===== src/common/axi_sram_params.svh =====
`ifndef AXI_SRAM_PARAMS_SVH
`define AXI_SRAM_PARAMS_SVH

// AXI side
`define AXI_ADDR_W 20
`define AXI_DATA_W 16
`define AXI_ID_W   4

// SRAM geometry, in words
`define SRAM_DEPTH 1024

// Word address bits needed to index SRAM_DEPTH words
`define SRAM_ADDR_W 10

// One strobe bit per data byte
`define STRB_W (`AXI_DATA_W / 8)

// Byte offset bits dropped from an AXI address
`define BYTE_LSB 1

`endif


===== src/common/sram_types_pkg.sv =====
`include "axi_sram_params.svh"

package sram_types_pkg;

  // Word address into the SRAM
  typedef logic [`SRAM_ADDR_W-1:0] sram_addr_t;

  typedef logic [`AXI_DATA_W-1:0] sram_data_t;

  // Byte enables for one word
  typedef logic [`STRB_W-1:0] sram_strb_t;

  // Read tag, {ID, last beat}
  typedef logic [`AXI_ID_W:0] sram_meta_t;

  // Grant states of the SRAM arbiter
  typedef enum logic [2:0] {
    ARB_IDLE,
    ARB_READ,
    ARB_READ_RESP,
    ARB_WRITE,
    ARB_WRITE_RESP
  } arb_state_t;

endpackage


===== src/common/sram_cmd_if.sv =====
interface sram_cmd_if;
  import sram_types_pkg::*;

  logic       valid;
  logic       ready;
  logic       wr_en;
  sram_addr_t addr;
  sram_meta_t meta;
  sram_data_t wr_data;
  sram_strb_t wr_strb;

  modport requester (
    output valid,
    output wr_en,
    output addr,
    output meta,
    output wr_data,
    output wr_strb,
    input  ready
  );

  modport server (
    input  valid,
    input  wr_en,
    input  addr,
    input  meta,
    input  wr_data,
    input  wr_strb,
    output ready
  );

endinterface


===== src/sram_bridge/sram_arbiter.sv =====
module sram_arbiter (
  input  logic          clk,
  input  logic          rst_n,
  sram_cmd_if.server    wr_req,
  sram_cmd_if.server    rd_req,
  sram_cmd_if.requester mem_cmd,
  input  logic          i_rready,
  input  logic          i_bready
);
  import sram_types_pkg::*;

  arb_state_t state;
  arb_state_t state_next;
  arb_state_t fair_state;
  logic       pri_read;

  // Reads win right after an accepted write
  always_comb begin
    pri_read = 1'b0;
    if (state == ARB_WRITE) begin
      pri_read = wr_req.valid && mem_cmd.ready;
    end else if (state == ARB_WRITE_RESP) begin
      pri_read = i_bready;
    end
  end

  // Writes win at every other grant
  always_comb begin
    if (pri_read) begin
      fair_state = rd_req.valid ? ARB_READ : (wr_req.valid ? ARB_WRITE : ARB_IDLE);
    end else begin
      fair_state = wr_req.valid ? ARB_WRITE : (rd_req.valid ? ARB_READ : ARB_IDLE);
    end
  end

  always_comb begin
    state_next = state;
    case (state)
      ARB_IDLE: state_next = fair_state;
      ARB_READ: begin
        if (!rd_req.valid) begin
          state_next = fair_state;
        end else if (mem_cmd.ready) begin
          state_next = i_rready ? fair_state : ARB_READ_RESP;
        end
      end
      ARB_READ_RESP: begin
        if (i_rready) begin
          state_next = fair_state;
        end
      end
      ARB_WRITE: begin
        if (!wr_req.valid) begin
          state_next = fair_state;
        end else if (mem_cmd.ready) begin
          state_next = i_bready ? fair_state : ARB_WRITE_RESP;
        end
      end
      ARB_WRITE_RESP: begin
        if (i_bready) begin
          state_next = fair_state;
        end
      end
      default: state_next = ARB_IDLE;
    endcase
  end

  always_ff @(posedge clk) begin
    if (!rst_n) begin
      state <= ARB_IDLE;
    end else begin
      state <= state_next;
    end
  end

  // Only the granted side sees the SRAM
  always_comb begin
    mem_cmd.valid   = 1'b0;
    mem_cmd.wr_en   = 1'b0;
    mem_cmd.addr    = '0;
    mem_cmd.meta    = '0;
    mem_cmd.wr_data = '0;
    mem_cmd.wr_strb = '0;
    rd_req.ready    = 1'b0;
    wr_req.ready    = 1'b0;
    if (state == ARB_READ) begin
      mem_cmd.valid   = rd_req.valid;
      mem_cmd.wr_en   = rd_req.wr_en;
      mem_cmd.addr    = rd_req.addr;
      mem_cmd.meta    = rd_req.meta;
      mem_cmd.wr_data = rd_req.wr_data;
      mem_cmd.wr_strb = rd_req.wr_strb;
      rd_req.ready    = mem_cmd.ready;
    end else if (state == ARB_WRITE) begin
      mem_cmd.valid   = wr_req.valid;
      mem_cmd.wr_en   = wr_req.wr_en;
      mem_cmd.addr    = wr_req.addr;
      mem_cmd.meta    = wr_req.meta;
      mem_cmd.wr_data = wr_req.wr_data;
      mem_cmd.wr_strb = wr_req.wr_strb;
      wr_req.ready    = mem_cmd.ready;
    end
  end

endmodule

===== src/flat_wrapper.sv =====
// flat-port wrapper written by rule: the top's interface ports become plain ports
module sram_arbiter_flat import sram_types_pkg::*;
  (clk, rst_n, i_rready, i_bready, wr_req_valid, wr_req_wr_en, wr_req_addr, wr_req_meta, wr_req_wr_data, wr_req_wr_strb, wr_req_ready, rd_req_valid, rd_req_wr_en, rd_req_addr, rd_req_meta, rd_req_wr_data, rd_req_wr_strb, rd_req_ready, mem_cmd_valid, mem_cmd_wr_en, mem_cmd_addr, mem_cmd_meta, mem_cmd_wr_data, mem_cmd_wr_strb, mem_cmd_ready);
  sram_cmd_if wr_req_i ();
  sram_cmd_if rd_req_i ();
  sram_cmd_if mem_cmd_i ();
  input  logic clk;
  input  logic rst_n;
  input  logic i_rready;
  input  logic i_bready;
  input wire logic [$bits(wr_req_i.valid)-1:0] wr_req_valid;
  input wire logic [$bits(wr_req_i.wr_en)-1:0] wr_req_wr_en;
  input wire logic [$bits(wr_req_i.addr)-1:0] wr_req_addr;
  input wire logic [$bits(wr_req_i.meta)-1:0] wr_req_meta;
  input wire logic [$bits(wr_req_i.wr_data)-1:0] wr_req_wr_data;
  input wire logic [$bits(wr_req_i.wr_strb)-1:0] wr_req_wr_strb;
  output wire logic [$bits(wr_req_i.ready)-1:0] wr_req_ready;
  input wire logic [$bits(rd_req_i.valid)-1:0] rd_req_valid;
  input wire logic [$bits(rd_req_i.wr_en)-1:0] rd_req_wr_en;
  input wire logic [$bits(rd_req_i.addr)-1:0] rd_req_addr;
  input wire logic [$bits(rd_req_i.meta)-1:0] rd_req_meta;
  input wire logic [$bits(rd_req_i.wr_data)-1:0] rd_req_wr_data;
  input wire logic [$bits(rd_req_i.wr_strb)-1:0] rd_req_wr_strb;
  output wire logic [$bits(rd_req_i.ready)-1:0] rd_req_ready;
  output wire logic [$bits(mem_cmd_i.valid)-1:0] mem_cmd_valid;
  output wire logic [$bits(mem_cmd_i.wr_en)-1:0] mem_cmd_wr_en;
  output wire logic [$bits(mem_cmd_i.addr)-1:0] mem_cmd_addr;
  output wire logic [$bits(mem_cmd_i.meta)-1:0] mem_cmd_meta;
  output wire logic [$bits(mem_cmd_i.wr_data)-1:0] mem_cmd_wr_data;
  output wire logic [$bits(mem_cmd_i.wr_strb)-1:0] mem_cmd_wr_strb;
  input wire logic [$bits(mem_cmd_i.ready)-1:0] mem_cmd_ready;
  assign wr_req_i.valid = wr_req_valid;
  assign wr_req_i.wr_en = wr_req_wr_en;
  assign wr_req_i.addr = wr_req_addr;
  assign wr_req_i.meta = wr_req_meta;
  assign wr_req_i.wr_data = wr_req_wr_data;
  assign wr_req_i.wr_strb = wr_req_wr_strb;
  assign wr_req_ready = wr_req_i.ready;
  assign rd_req_i.valid = rd_req_valid;
  assign rd_req_i.wr_en = rd_req_wr_en;
  assign rd_req_i.addr = rd_req_addr;
  assign rd_req_i.meta = rd_req_meta;
  assign rd_req_i.wr_data = rd_req_wr_data;
  assign rd_req_i.wr_strb = rd_req_wr_strb;
  assign rd_req_ready = rd_req_i.ready;
  assign mem_cmd_valid = mem_cmd_i.valid;
  assign mem_cmd_wr_en = mem_cmd_i.wr_en;
  assign mem_cmd_addr = mem_cmd_i.addr;
  assign mem_cmd_meta = mem_cmd_i.meta;
  assign mem_cmd_wr_data = mem_cmd_i.wr_data;
  assign mem_cmd_wr_strb = mem_cmd_i.wr_strb;
  assign mem_cmd_i.ready = mem_cmd_ready;
  sram_arbiter u_core (.clk(clk), .rst_n(rst_n), .wr_req(wr_req_i), .rd_req(rd_req_i), .mem_cmd(mem_cmd_i), .i_rready(i_rready), .i_bready(i_bready));
endmodule

===== config.mk =====
export PLATFORM = sky130hd
export DESIGN_NAME = sram_arbiter_flat
export DESIGN_NICKNAME = d
export VERILOG_FILES = /design/src/common/sram_types_pkg.sv /design/src/common/sram_cmd_if.sv /design/src/sram_bridge/sram_arbiter.sv /design/src/flat_wrapper.sv
export VERILOG_INCLUDE_DIRS = /design/src /design/src/common
export SDC_FILE = /design/constraint.sdc
export NUM_CORES = 1
export LEC_CHECK = 0
export BUFFER_PORTS_ARGS = -buffer_cell sky130_fd_sc_hd__buf_2
export CORE_MARGIN = 4
export CORE_UTILIZATION = 27
export CTS_CLUSTER_SIZE = 40
export DETAILED_ROUTE_END_ITERATION = 10
export GPL_ROUTABILITY_DRIVEN = 1
export PLACE_DENSITY = 0.83
export SYNTH_ARGS = -nofsm -noshare
export SYNTH_HDL_FRONTEND = slang
export SYNTH_SLANG_ARGS = --single-unit
export TNS_END_PERCENT = 100

===== constraint.sdc =====
create_clock -name clk -period 1.9 [get_ports clk]
set_input_delay 0.475 -clock clk [delete_from_list [all_inputs] [get_ports clk]]
set_output_delay 0.475 -clock clk [all_outputs]
set_load 0.05 [all_outputs]

# After elaboration in Yosys (flattened, before gate mapping)
# Cells that the tools add are included.
[op_classes]
n_mux = 31
reduce_logical = 3
eq_ne = 8
[ops]
columns = ["cell", "n"]
rows = [
  ["$mux 3", 11],
  ["$mux 16", 2],
  ["$mux 10", 2],
  ["$pmux 3 s5", 1],
  ["$mux 1", 10],
  ["$mux 5", 2],
  ["$eq 3x2->1 const B", 2],
  ["$mux 2", 3],
  ["$ne 3x3->1 const B", 2],
  ["$ne 2x2->1 const B", 2],
  ["$reduce_and 4->1", 1],
  ["$eq 3x1->1 const B", 1],
  ["$eq 3x3->1 const B", 1],
  ["$logic_not 3->1", 1],
  ["$logic_and 1x1->1", 1],
]
[totals]
reg_bits = 3
output_inout_bits = 37
word_cells = 43
input_bits = 75

# Longest topological paths before layout
# Gate-level depths: netlist of the first run.
[depth]
depth_word = 8
mapped_depth = 5
ltp_nobuf = 4

# Worst setup path before layout of the first run
# OpenSTA, ideal clock, no wires.
[synth_timing]
path_type = "register to output"
startpoint = "reg u_core.state[1]"
endpoint = "out mem_cmd_addr[0]"
required_ps = 1425
setup_slack_ps = -45
path_stages_with_launch = 6
arrival_ps = 1470
path_buffers = 3
cell_sequence = "dfxtp_1 > buf_2 > and3b_1 > buf_4 > buf_2 > a22o_1"
[synth_via]
elab_chain_cells = 3
elab_cells_between_ends = 4
cone_classes = "2 x eq/ne; 2 x mux"
[synth_rtl]
columns = ["element", "line_no", "text"]
rows = [
  ["from (decl)", "sram_arbiter.sv:12", "arb_state_t state;"],
  ["from (signal assigned)", "sram_arbiter.sv:72", "state <= state_next;"],
  ["$eq 3x2->1", "sram_arbiter.sv:94", "end else if (state == ARB_WRITE) begin"],
  ["$mux 10", "sram_arbiter.sv:94", ""],
  ["$mux 10 (*)", "sram_arbiter.sv:86", "if (state == ARB_READ) begin"],
  ["to (decl)", "flat_wrapper.sv:27", "output wire logic [$bits(mem_cmd_i.addr)-1:0] mem_cmd_addr;"],
]
# Mark *: on every way between the ends. The rest lies on a longest branch, timed or not.

# Worst setup path after layout of the first run
[layout_timing]
startpoint = "reg u_core.state[2]"
endpoint = "out mem_cmd_meta[1]"
[layout_via]
elab_chain_cells = 3
elab_cells_between_ends = 4
cone_classes = "2 x eq/ne; 2 x mux"
[layout_rtl]
columns = ["element", "line_no", "text"]
rows = [
  ["$eq 3x2->1", "sram_arbiter.sv:94", ""],
  ["$mux 5", "sram_arbiter.sv:94", ""],
  ["$mux 5 (*)", "sram_arbiter.sv:86", ""],
  ["to (decl)", "flat_wrapper.sv:28", "output wire logic [$bits(mem_cmd_i.meta)-1:0] mem_cmd_meta;"],
]
# Marks and branches as above.

==> metrics.md, run 1 <==
| Metric | Value |
|---|---|
| Status | finished with violations |
| Failing checks | setup timing |
| Antenna cell count | 0 |
| Clock Tree Buf Depth | 2 |
| Crit path launch type | flip-flop |
| I/O pins | 112 |
| Worst Setup End Kind | primary output |
| DRC | 0 |
| Clock Skew | 0.00345 ns |
| Clk slew on worst S/H paths | 0.03 ns |
| Setup Viol. Count Final | 3 |
| Vias | 1174 |
| CTS tree | yes |
| Post-route ant nets | 0 |
| Synth Cell Area | 644 um^2 |
| Worst VDD drop | 585 uV |
| Routed wire per std cell | 18.0 um |
| Fin. max-slew vios | 0 |
| Top_reg_cell synth | dfxtp_1 |
| Reg with most FFs | u_core.state |
| Delay of the slowest critical-path stage | 0.35 ns |
| Sequential-to-total area share from yosys stat | 0.0932 |
| Syn_nets | 152 |
| Max_slew headroom | 0.836 |
| Pwr per Cell Area | 703 nW/um^2 |
| Initial antenna violation count | 0 |
| CP max stage cell | dfxtp_4 |
| Minimum clock period | 1.91 ns |
| MaxCap Viol Count | 0 |
| Period utilization | 1.01 |
| Number of synthesized flops with an enable pin | 0 |
| Largest net degree at the start of global routing | 36 |
| Crit path buffers/inverters | 2 |
| Die H | 56.9 um |
| Clock latency on the worst-skew pair | 0.23 ns |
| Row cnt | 17 |
| Share of cells above drive strength 1 | 0.836 |
| #FFs+latches synth | 3 |
| Nets@finish | 265 |
| Cell count after synthesis | 77 |
| Initial DRC Count | 63 |
| Design area | 1560 um^2 |
| CTS buffer count | 3 |
| Crit path cell chain | and3b_2 > buf_12 > a22o_2 > buf_6 |
| Htree depth | 1 |
| WP depth | 4 |
| CTS Root Cell | clkbuf_4 |
| RSZ-0062 raised after global routing | true |
| Critical path class | reg -> out |
| Vias per std cell | 5.41 |
| Fin Hold WS | 0.480 ns |
| Synthesized area per cell | 8.37 um^2 |
| Congestion Overflow GR | 0 |
| Max FFs per register | 3 |
| Hold-critical path depth | 2 |
| Syn-to-layout area delta | 142% |
| Starting Density | 0.289 |
| Largest registers | u_core.state: 3 flops |
| Fmax | 0.523 GHz |
| Placed cell area | 1290 um^2 |
| Clock sinks | 3 |
| Leakage | 0.832 nW |
| Dpl hpwl | 2750 um |
| Setup slack after layout | -0.0119 ns |
| CTS hold repair buffers | 0 |
| Slew @ Worst Pin | 0.243 ns |
| Cell family with the largest share of critical-path delay | flip-flops |
| Yosys Warn Count | 0 |
| Worst path arrival time | 1.44 ns |
| First-pass GRT wire length | 5530 um |
| Final hold viol count | 0 |
| Drt pass-1 iters | 4 |
| Yosys cell types | 27 |
| Ys async rst share | 0 |
| R2R depth | 5 |
| Hold WC Path Type | in -> reg |
| Die area | 3230 um^2 |
| Tot GR Track Use | 0.213 |
| CP required | 1.42 ns |
| Die width | 56.9 um |
| Final wirelength | 3910 um |
| Buffers on Ports | 111 |
| Final Wtd Congestion | 0.885 |
| Vias in the first global route | 1106 |
| Core ar. | 2230 um^2 |
| CP max FO | 32 |
## Yosys cell counts, types with 2 or more instances
library cell | n | share of area
nand2_1 | 2 | 0.012
a22o_1 | 35 | 0.48
nor4b_1 | 2 | 0.027
inv_1 | 2 | 0.012
buf_4 | 2 | 0.023
and2_1 | 2 | 0.019
o2111ai_1 | 2 | 0.027
dfxtp_1 | 3 | 0.093
buf_2 | 8 | 0.062
mux2i_1 | 2 | 0.031
## through the flow
stage                     setup slack [ns]  std cells  power, mW   TNS [ns]   util
after CTS                        -0.000604        216       1.07  -0.000604  0.680
final                              -0.0119        217       1.10    -0.0197  0.699
after detailed placement             0.154        212      0.830          0  0.577
after floorplan                     0.0904         77      0.624          0      -
after global routing               -0.0546        217       1.15      -1.01  0.699
after global placement               0.159        212      0.824          0  0.577
## timing repair
action / 4_1_cts / 5_1_grt
setup endpoints to repair: 37 / 37
setup buffers: 0 / 1
pin swaps: 0 / 1
gates resized for setup: 68 / 12
hold endpoints to repair: 0 / 0
## final cells by class
class                           count  area [um^2]
Fill cell                         163          672
Sequential cell                     3         66.3
Clock buffer                        4         26.3
Inverter                            2         7.51
Tap cell                           28         35.0
Multi-Input combinational cell     62          562
Timing Repair Buffer              118          865
## worst reg2reg max path, stage by stage, from the launching register on
cell and delay [ns]:
dfxtp_2 0.33, buf_4 0.16, mux2i_1 0.12, or4b_4 0.50, a41oi_1 0.25, nor3_1 0.07
## power breakdown
part | total, mW | switching, mW | internal (mW)
logic | 0.909 | 0.539 | 0.371
clock network | 0.111 | 0.0326 | 0.0787
registers | 0.0769 | 0.00703 | 0.0699
total | 1.10 | 0.578 | 0.519
## placed cells by master (no fill, tap or decap), types with 3 or more instances in the layout
cell / n
buf_2: 74
buf_6: 37
a22o_2: 29
a22o_1: 6
buf_4: 5
clkbuf_4: 3
## metal layers
layer / share of wire / vias up / global-route usage
met1: 0.37 / 543 / 0.241
met2: 0.52 / 75 / 0.389
met5: 0 / - / 0
met4: 0.019 / 0 / 0.0596
met3: 0.084 / 8 / 0.0552
li1: - / 548 / -
## cells by family (layout without fill, tap and decap cells)
group,count (synthesis),in the layout,synth area share
AND/OR/NAND/NOR,15,15,0.181
flip-flops,3,3,0.0932
buffers and inverters,12,124,0.0971
multiplexers,2,2,0.0311
AO/OA/AOI/OAI,45,45,0.598
## path summary, 6_finish.rpt
| check | start | to | slack, ns |
|---|---|---|---|
| worst max-delay path | u_core.state[2] | mem_cmd_meta[1] | -0.01 |
| worst min-delay path | i_bready | u_core.state[2] | 0.48 |
| worst max register to register | u_core.state[1] | u_core.state[2] | 0.34 |
| worst min register to register | u_core.state[1] | u_core.state[1] | 0.49 |
No activity file was read; power rests on OpenSTA's default activity.
==> inputs of run 2 (changes only) <==
Settings changed: SKIP_LAST_GASP from default to 1.
==> metrics.md, run 2 (same netlist as run 1, synthesis figures left out) <==
| Metric | Value |
|---|---|
| Die width | 56.9 um |
| I/O pins | 112 |
| Clock sinks | 3 |
| Clk slew on worst S/H paths | 0.03 ns |
| Worst Setup End Kind | primary output |
| Vias | 1195 |
| R2R depth | 5 |
| Crit path buffers/inverters | 3 |
| CP max FO | 8 |
| M1 GR Usage | 0.246 |
| Final wirelength | 4200 um |
| Slew @ Worst Pin | 0.287 ns |
| Hold-critical path depth | 2 |
| Vias per std cell | 5.41 |
| Nets@finish | 269 |
| Setup slack after layout | -0.0715 ns |
| Post-route ant nets | 0 |
| Starting Density | 0.289 |
| Post-layout util | 0.725 |
| Htree depth | 1 |
| Max_slew headroom | 0.808 |
| Tot GR Track Use | 0.211 |
| Reg with most FFs | u_core.state |
| Commonest non-fill, non-tap cells in the layout | 74 x buf_2, 28 x a22o_2, 28 x buf_6, 12 x buf_4, 6 x a22o_1 |
| CTS tree | yes |
| Commonest non-fill, non-tap cell in the layout | buf_2 |
| Busiest layer in global routing | met2 |
| R2R setup slack | 0.34 ns |
| Leakage | 0.866 nW |
| Initial DRC Count | 58 |
| Die H | 56.9 um |
| Core ar. | 2230 um^2 |
| Max FFs per register | 3 |
| First-pass GRT wire length | 5490 um |
| DP Worst Slack | 0.154 ns |
| Fin Setup TNS | -0.807 ns |
| CTS Root Cell | clkbuf_4 |
| Vias in the first global route | 1097 |
| GR Layer Usage met3 | 0.0483 |
| Clock Tree Buf Depth | 2 |
| CTS buffer count | 3 |
| Routed wire per std cell | 19.0 um |
| Status | finished with violations |
| Failing checks | setup timing |
| DRC | 0 |
| Pwr per Cell Area | 706 nW/um^2 |
| Clock Skew | 0.00326 ns |
| Die area | 3230 um^2 |
| Initial antenna violation count | 0 |
| Worst VDD drop | 573 uV |
| CP dominant cell by count | buf_6 |
| Antenna cell count | 0 |
| Largest net degree at the start of global routing | 36 |
| CP required | 1.42 ns |
| Final Wtd Congestion | 0.885 |
| Drt pass-1 iters | 4 |
| Critical path class | reg -> out |
| CP max stage cell | dfxtp_4 |
| Buffers on Ports | 111 |
| Delay of the slowest critical-path stage | 0.35 ns |
| Period utilization | 1.04 |
| Worst Hold Launch | i_bready |
| Largest registers | u_core.state: 3 flops |
| RSZ-0062 raised after global routing | true |
| Hold WC Path Type | in -> reg |
| Worst path arrival time | 1.50 ns |
| Met2 usage | 0.386 |
| Crit path launch type | flip-flop |
| Cell family with the largest share of critical-path delay | buffers and inverters |
| Worst reg2reg endpoint | u_core.state[2] |
| Minimum clock period | 1.97 ns |
| Crit path cell chain | nor3b_4 > buf_6 > buf_6 > a22o_2 > buf_6 |
| Setup Viol. Count Final | 23 |
| Reg2Reg Launch Point | u_core.state[1] |
| Fmax | 0.507 GHz |
| Congestion Overflow GR | 0 |
| Fin. max-slew vios | 0 |
| MaxCap Viol Count | 0 |
| Row cnt | 17 |
| Clock latency on the worst-skew pair | 0.23 ns |
| Share of cells above drive strength 1 | 0.839 |
| Min-Delay Endpoint | u_core.state[2] |
| Dpl hpwl | 2750 um |
| Final hold viol count | 0 |
| Syn-to-layout area delta | 151% |
[run 2: changes by cell type in the layout (fill, tap and decap cells not counted)]
cell	delta
buf_8	+5
a22o_2	-1
clkbuf_16	+1
buf_6	-9
buf_4	+7
a22o_4	+1
[run 2: routing by layer]
layer  vias to the layer above  part of all wire
li1                        558                 -
met1                       564              0.37
met2                        67              0.53
met3                         6             0.083
met4                         0             0.014
met5                         -                 0
[run 2: where the power goes]
group / switching [mW] / internal, mW
clock network: 0.0319 / 0.0786
registers: 0.00778 / 0.0699
logic: 0.554 / 0.403
total: 0.593 / 0.551
[run 2: worst max-delay path by stage]
stage,end,start,depth (start not counted),slack [ns]
finish,mem_cmd_addr[7],u_core.state[2],5,-0.07
global route,mem_cmd_addr[7],u_core.state[2],5,-0.14
CTS,mem_cmd_wr_data[2],u_core.state[2],4,-0.03
detailed placement,mem_cmd_wr_data[2],u_core.state[1],4,0.15
global placement,mem_cmd_wr_data[2],u_core.state[2],4,0.16
floorplan,mem_cmd_addr[0],u_core.state[1],5,0.09
[run 2: layout make-up]
type	instances	area, um^2
Clock buffer	4	26.3
Fill cell	162	613
Inverter	2	7.51
Multi-Input combinational cell	62	569
Sequential cell	3	66.3
Tap cell	28	35.0
Timing Repair Buffer	122	916
[run 2: timing repair]
| action | in CTS | in global routing |
|---|---|---|
| hold buffers | 0 | 0 |
| resized for setup | 66 | 14 |
| setup endpoints to repair | 37 | 37 |
| pin swaps | 0 | 0 |
| buffers inserted | 0 | 2 |
| cloned | 0 | 3 |
[run 2: worst register-to-register path, delay by kind of cell, from the launching register on]
kind                   cells  cell delay (ns)
buffers and inverters      1             0.17
AOI/OAI and AO/OA          1             0.25
and+or+nand+nor            2             0.57
DFF                        1             0.34
muxes                      1             0.12
[run 2: through the flow]
step	power, mW	hold slack [ns]	area, um^2	cells
final	1.14	0.482	1620	221
after global routing	1.19	0.498	1620	221
after CTS	1.06	0.478	1510	216
after detailed placement	0.830	0.527	1290	212
after global placement	0.824	0.514	1290	212
after floorplan	0.624	0.554	683	77
==> inputs of run 3 (changes only) <==
Settings changed: CORE_UTILIZATION 27 to 24, PLACE_DENSITY 0.83 to 0.78.
Clock period 1.9 ns to 1.69 ns, I/O delays scaled along.
==> metrics.md, run 3 (same netlist as run 1, synthesis figures left out) <==
| Metric | Value |
|---|---|
| DP Worst Slack | -0.0289 ns |
| Setup Viol. Count Final | 37 |
| RSZ-0062 raised after global routing | true |
| Worst Hold Launch | i_bready |
| Pwr per Cell Area | 746 nW/um^2 |
| Post-layout util | 0.749 |
| Die width | 59.8 um |
| Worst path arrival time | 1.46 ns |
| Reg2Reg Launch Point | u_core.state[1] |
| Drt pass-1 iters | 4 |
| Congestion Overflow GR | 0 |
| Die area | 3580 um^2 |
| Initial antenna violation count | 0 |
| Row cnt | 18 |
| Commonest non-fill, non-tap cell in the layout | buf_2 |
| Post-route ant nets | 0 |
| Layout fillers | 183 |
| Min-Delay Endpoint | u_core.state[2] |
| Design area | 1890 um^2 |
| Largest registers | u_core.state: 3 flops |
| Hold-critical path depth | 2 |
| Status | finished with violations |
| CTS Root Cell | clkbuf_4 |
| MaxCap Viol Count | 0 |
| Largest net degree at the start of global routing | 23 |
| Fin Hold WS | 0.416 ns |
| DRC | 0 |
| Vias per std cell | 5.36 |
| R2R depth | 5 |
| Clock sinks | 3 |
| Reg with most FFs | u_core.state |
| First-pass GRT wire length | 6170 um |
| Max_slew headroom | 0.812 |
| Clock Skew | 0.00202 ns |
| Final Wtd Congestion | 0.929 |
| I/O pins | 112 |
| CP max FO | 16 |
| Final hold viol count | 0 |
| CTS buffer count | 3 |
| Buffers on Ports | 111 |
| R2R setup slack | 0.14 ns |
| Fin Setup TNS | -5.98 ns |
| CTS tree | yes |
| Syn-to-layout area delta | 193% |
| Critical path class | reg -> out |
| Fmax | 0.533 GHz |
| Die H | 59.8 um |
| Share of cells above drive strength 1 | 0.840 |
| Clock latency on the worst-skew pair | 0.24 ns |
| Tot Pwr | 1.41 mW |
| Dpl hpwl | 3080 um |
| Leakage | 1.02 nW |
| Worst VDD drop | 506 uV |
| Routed wire per std cell | 18.7 um |
| Slew @ Worst Pin | 0.279 ns |
| Crit path launch type | flip-flop |
| Max FFs per register | 3 |
| Hold WC Path Type | in -> reg |
| Tot GR Track Use | 0.226 |
| Nets@finish | 270 |
| Fin. max-slew vios | 0 |
| Worst reg2reg endpoint | u_core.state[2] |
| Setup slack after layout | -0.188 ns |
| CP required | 1.27 ns |
| Commonest non-fill, non-tap cells in the layout | 74 x buf_2, 39 x buf_6, 29 x a22o_4, 6 x a22o_1, 4 x buf_4 |
| Vias in the first global route | 1249 |
| Post-route insts no fill | 224 |
| Initial DRC Count | 53 |
| Vias | 1200 |
| Htree depth | 1 |
| Core ar. | 2520 um^2 |
| Final wirelength | 4190 um |
| Worst Setup End Kind | primary output |
| Starting Density | 0.255 |
| Clock Tree Buf Depth | 2 |
| Period utilization | 1.11 |
| Failing checks | setup timing |
| Antenna cell count | 0 |
| Minimum clock period | 1.88 ns |
| Cell total after placement | 216 |
| Placed cell area | 1540 um^2 |
| CTS hold repair buffers | 0 |
| Clk slew on worst S/H paths | 0.04 ns |
## run 3: cell types whose count changed in the layout (fill, tap and decap cells not counted)
cell,previous run,this run
dfxtp_2,2,1
a22o_2,28,0
and2_2,2,0
buf_16,0,1
and2_4,0,2
buf_4,12,4
buf_6,28,39
buf_12,2,3
buf_8,5,1
a22o_4,1,29
dfxtp_4,1,2
## run 3: worst max-delay path by stage
stage	start	to	slack, ns	cells after the start
after detailed placement	u_core.state[1]	mem_cmd_valid	-0.03	4
after global placement	u_core.state[2]	mem_cmd_wr_data[14]	0.02	4
after CTS	u_core.state[2]	mem_cmd_wr_data[6]	-0.21	4
final	u_core.state[2]	mem_cmd_addr[9]	-0.19	4
after floorplan	u_core.state[0]	rd_req_ready	-0.007	4
after global routing	u_core.state[2]	mem_cmd_wr_data[2]	-0.22	4
## run 3: metal layers
layer	share of wire	wire (um)	track usage
met1	0.36	1500	0.244
met2	0.52	2190	0.437
met3	0.11	445	0.0540
met4	0.011	46	0.0506
met5	0	0	0
## run 3: repair_timing
action / CTS / global route
gates cloned: 2 / 1
buffers inserted: 2 / 0
endpoints found under the hold margin: 0 / 0
pin swaps: 2 / 2
resized for setup: 68 / 17
setup endpoints to repair: 37 / 37
## run 3: where the power goes
part	switching, mW	leakage, nW	internal [mW]	total [mW]
clock	0.0456	0.0150	0.0890	0.135
sequential	0.00803	0.0263	0.0787	0.0867
combinational	0.656	0.978	0.531	1.19
total	0.710	1.02	0.699	1.41
## run 3: final cells by class
type,instances,area (um^2),share of cell area
inverters,2,7.51,0.00397
multi-input cells,62,782,0.414
clock buffers,4,26.3,0.0139
repair buffers,123,967,0.512
flip-flops and latches,3,68.8,0.0364
well taps,30,37.5,0.0199
## run 3: worst max-delay path: stages, from the launching register on
cell     delay [ns]
dfxtp_4        0.36
and3b_2        0.26
buf_12         0.17
a22o_1         0.26
buf_6          0.16
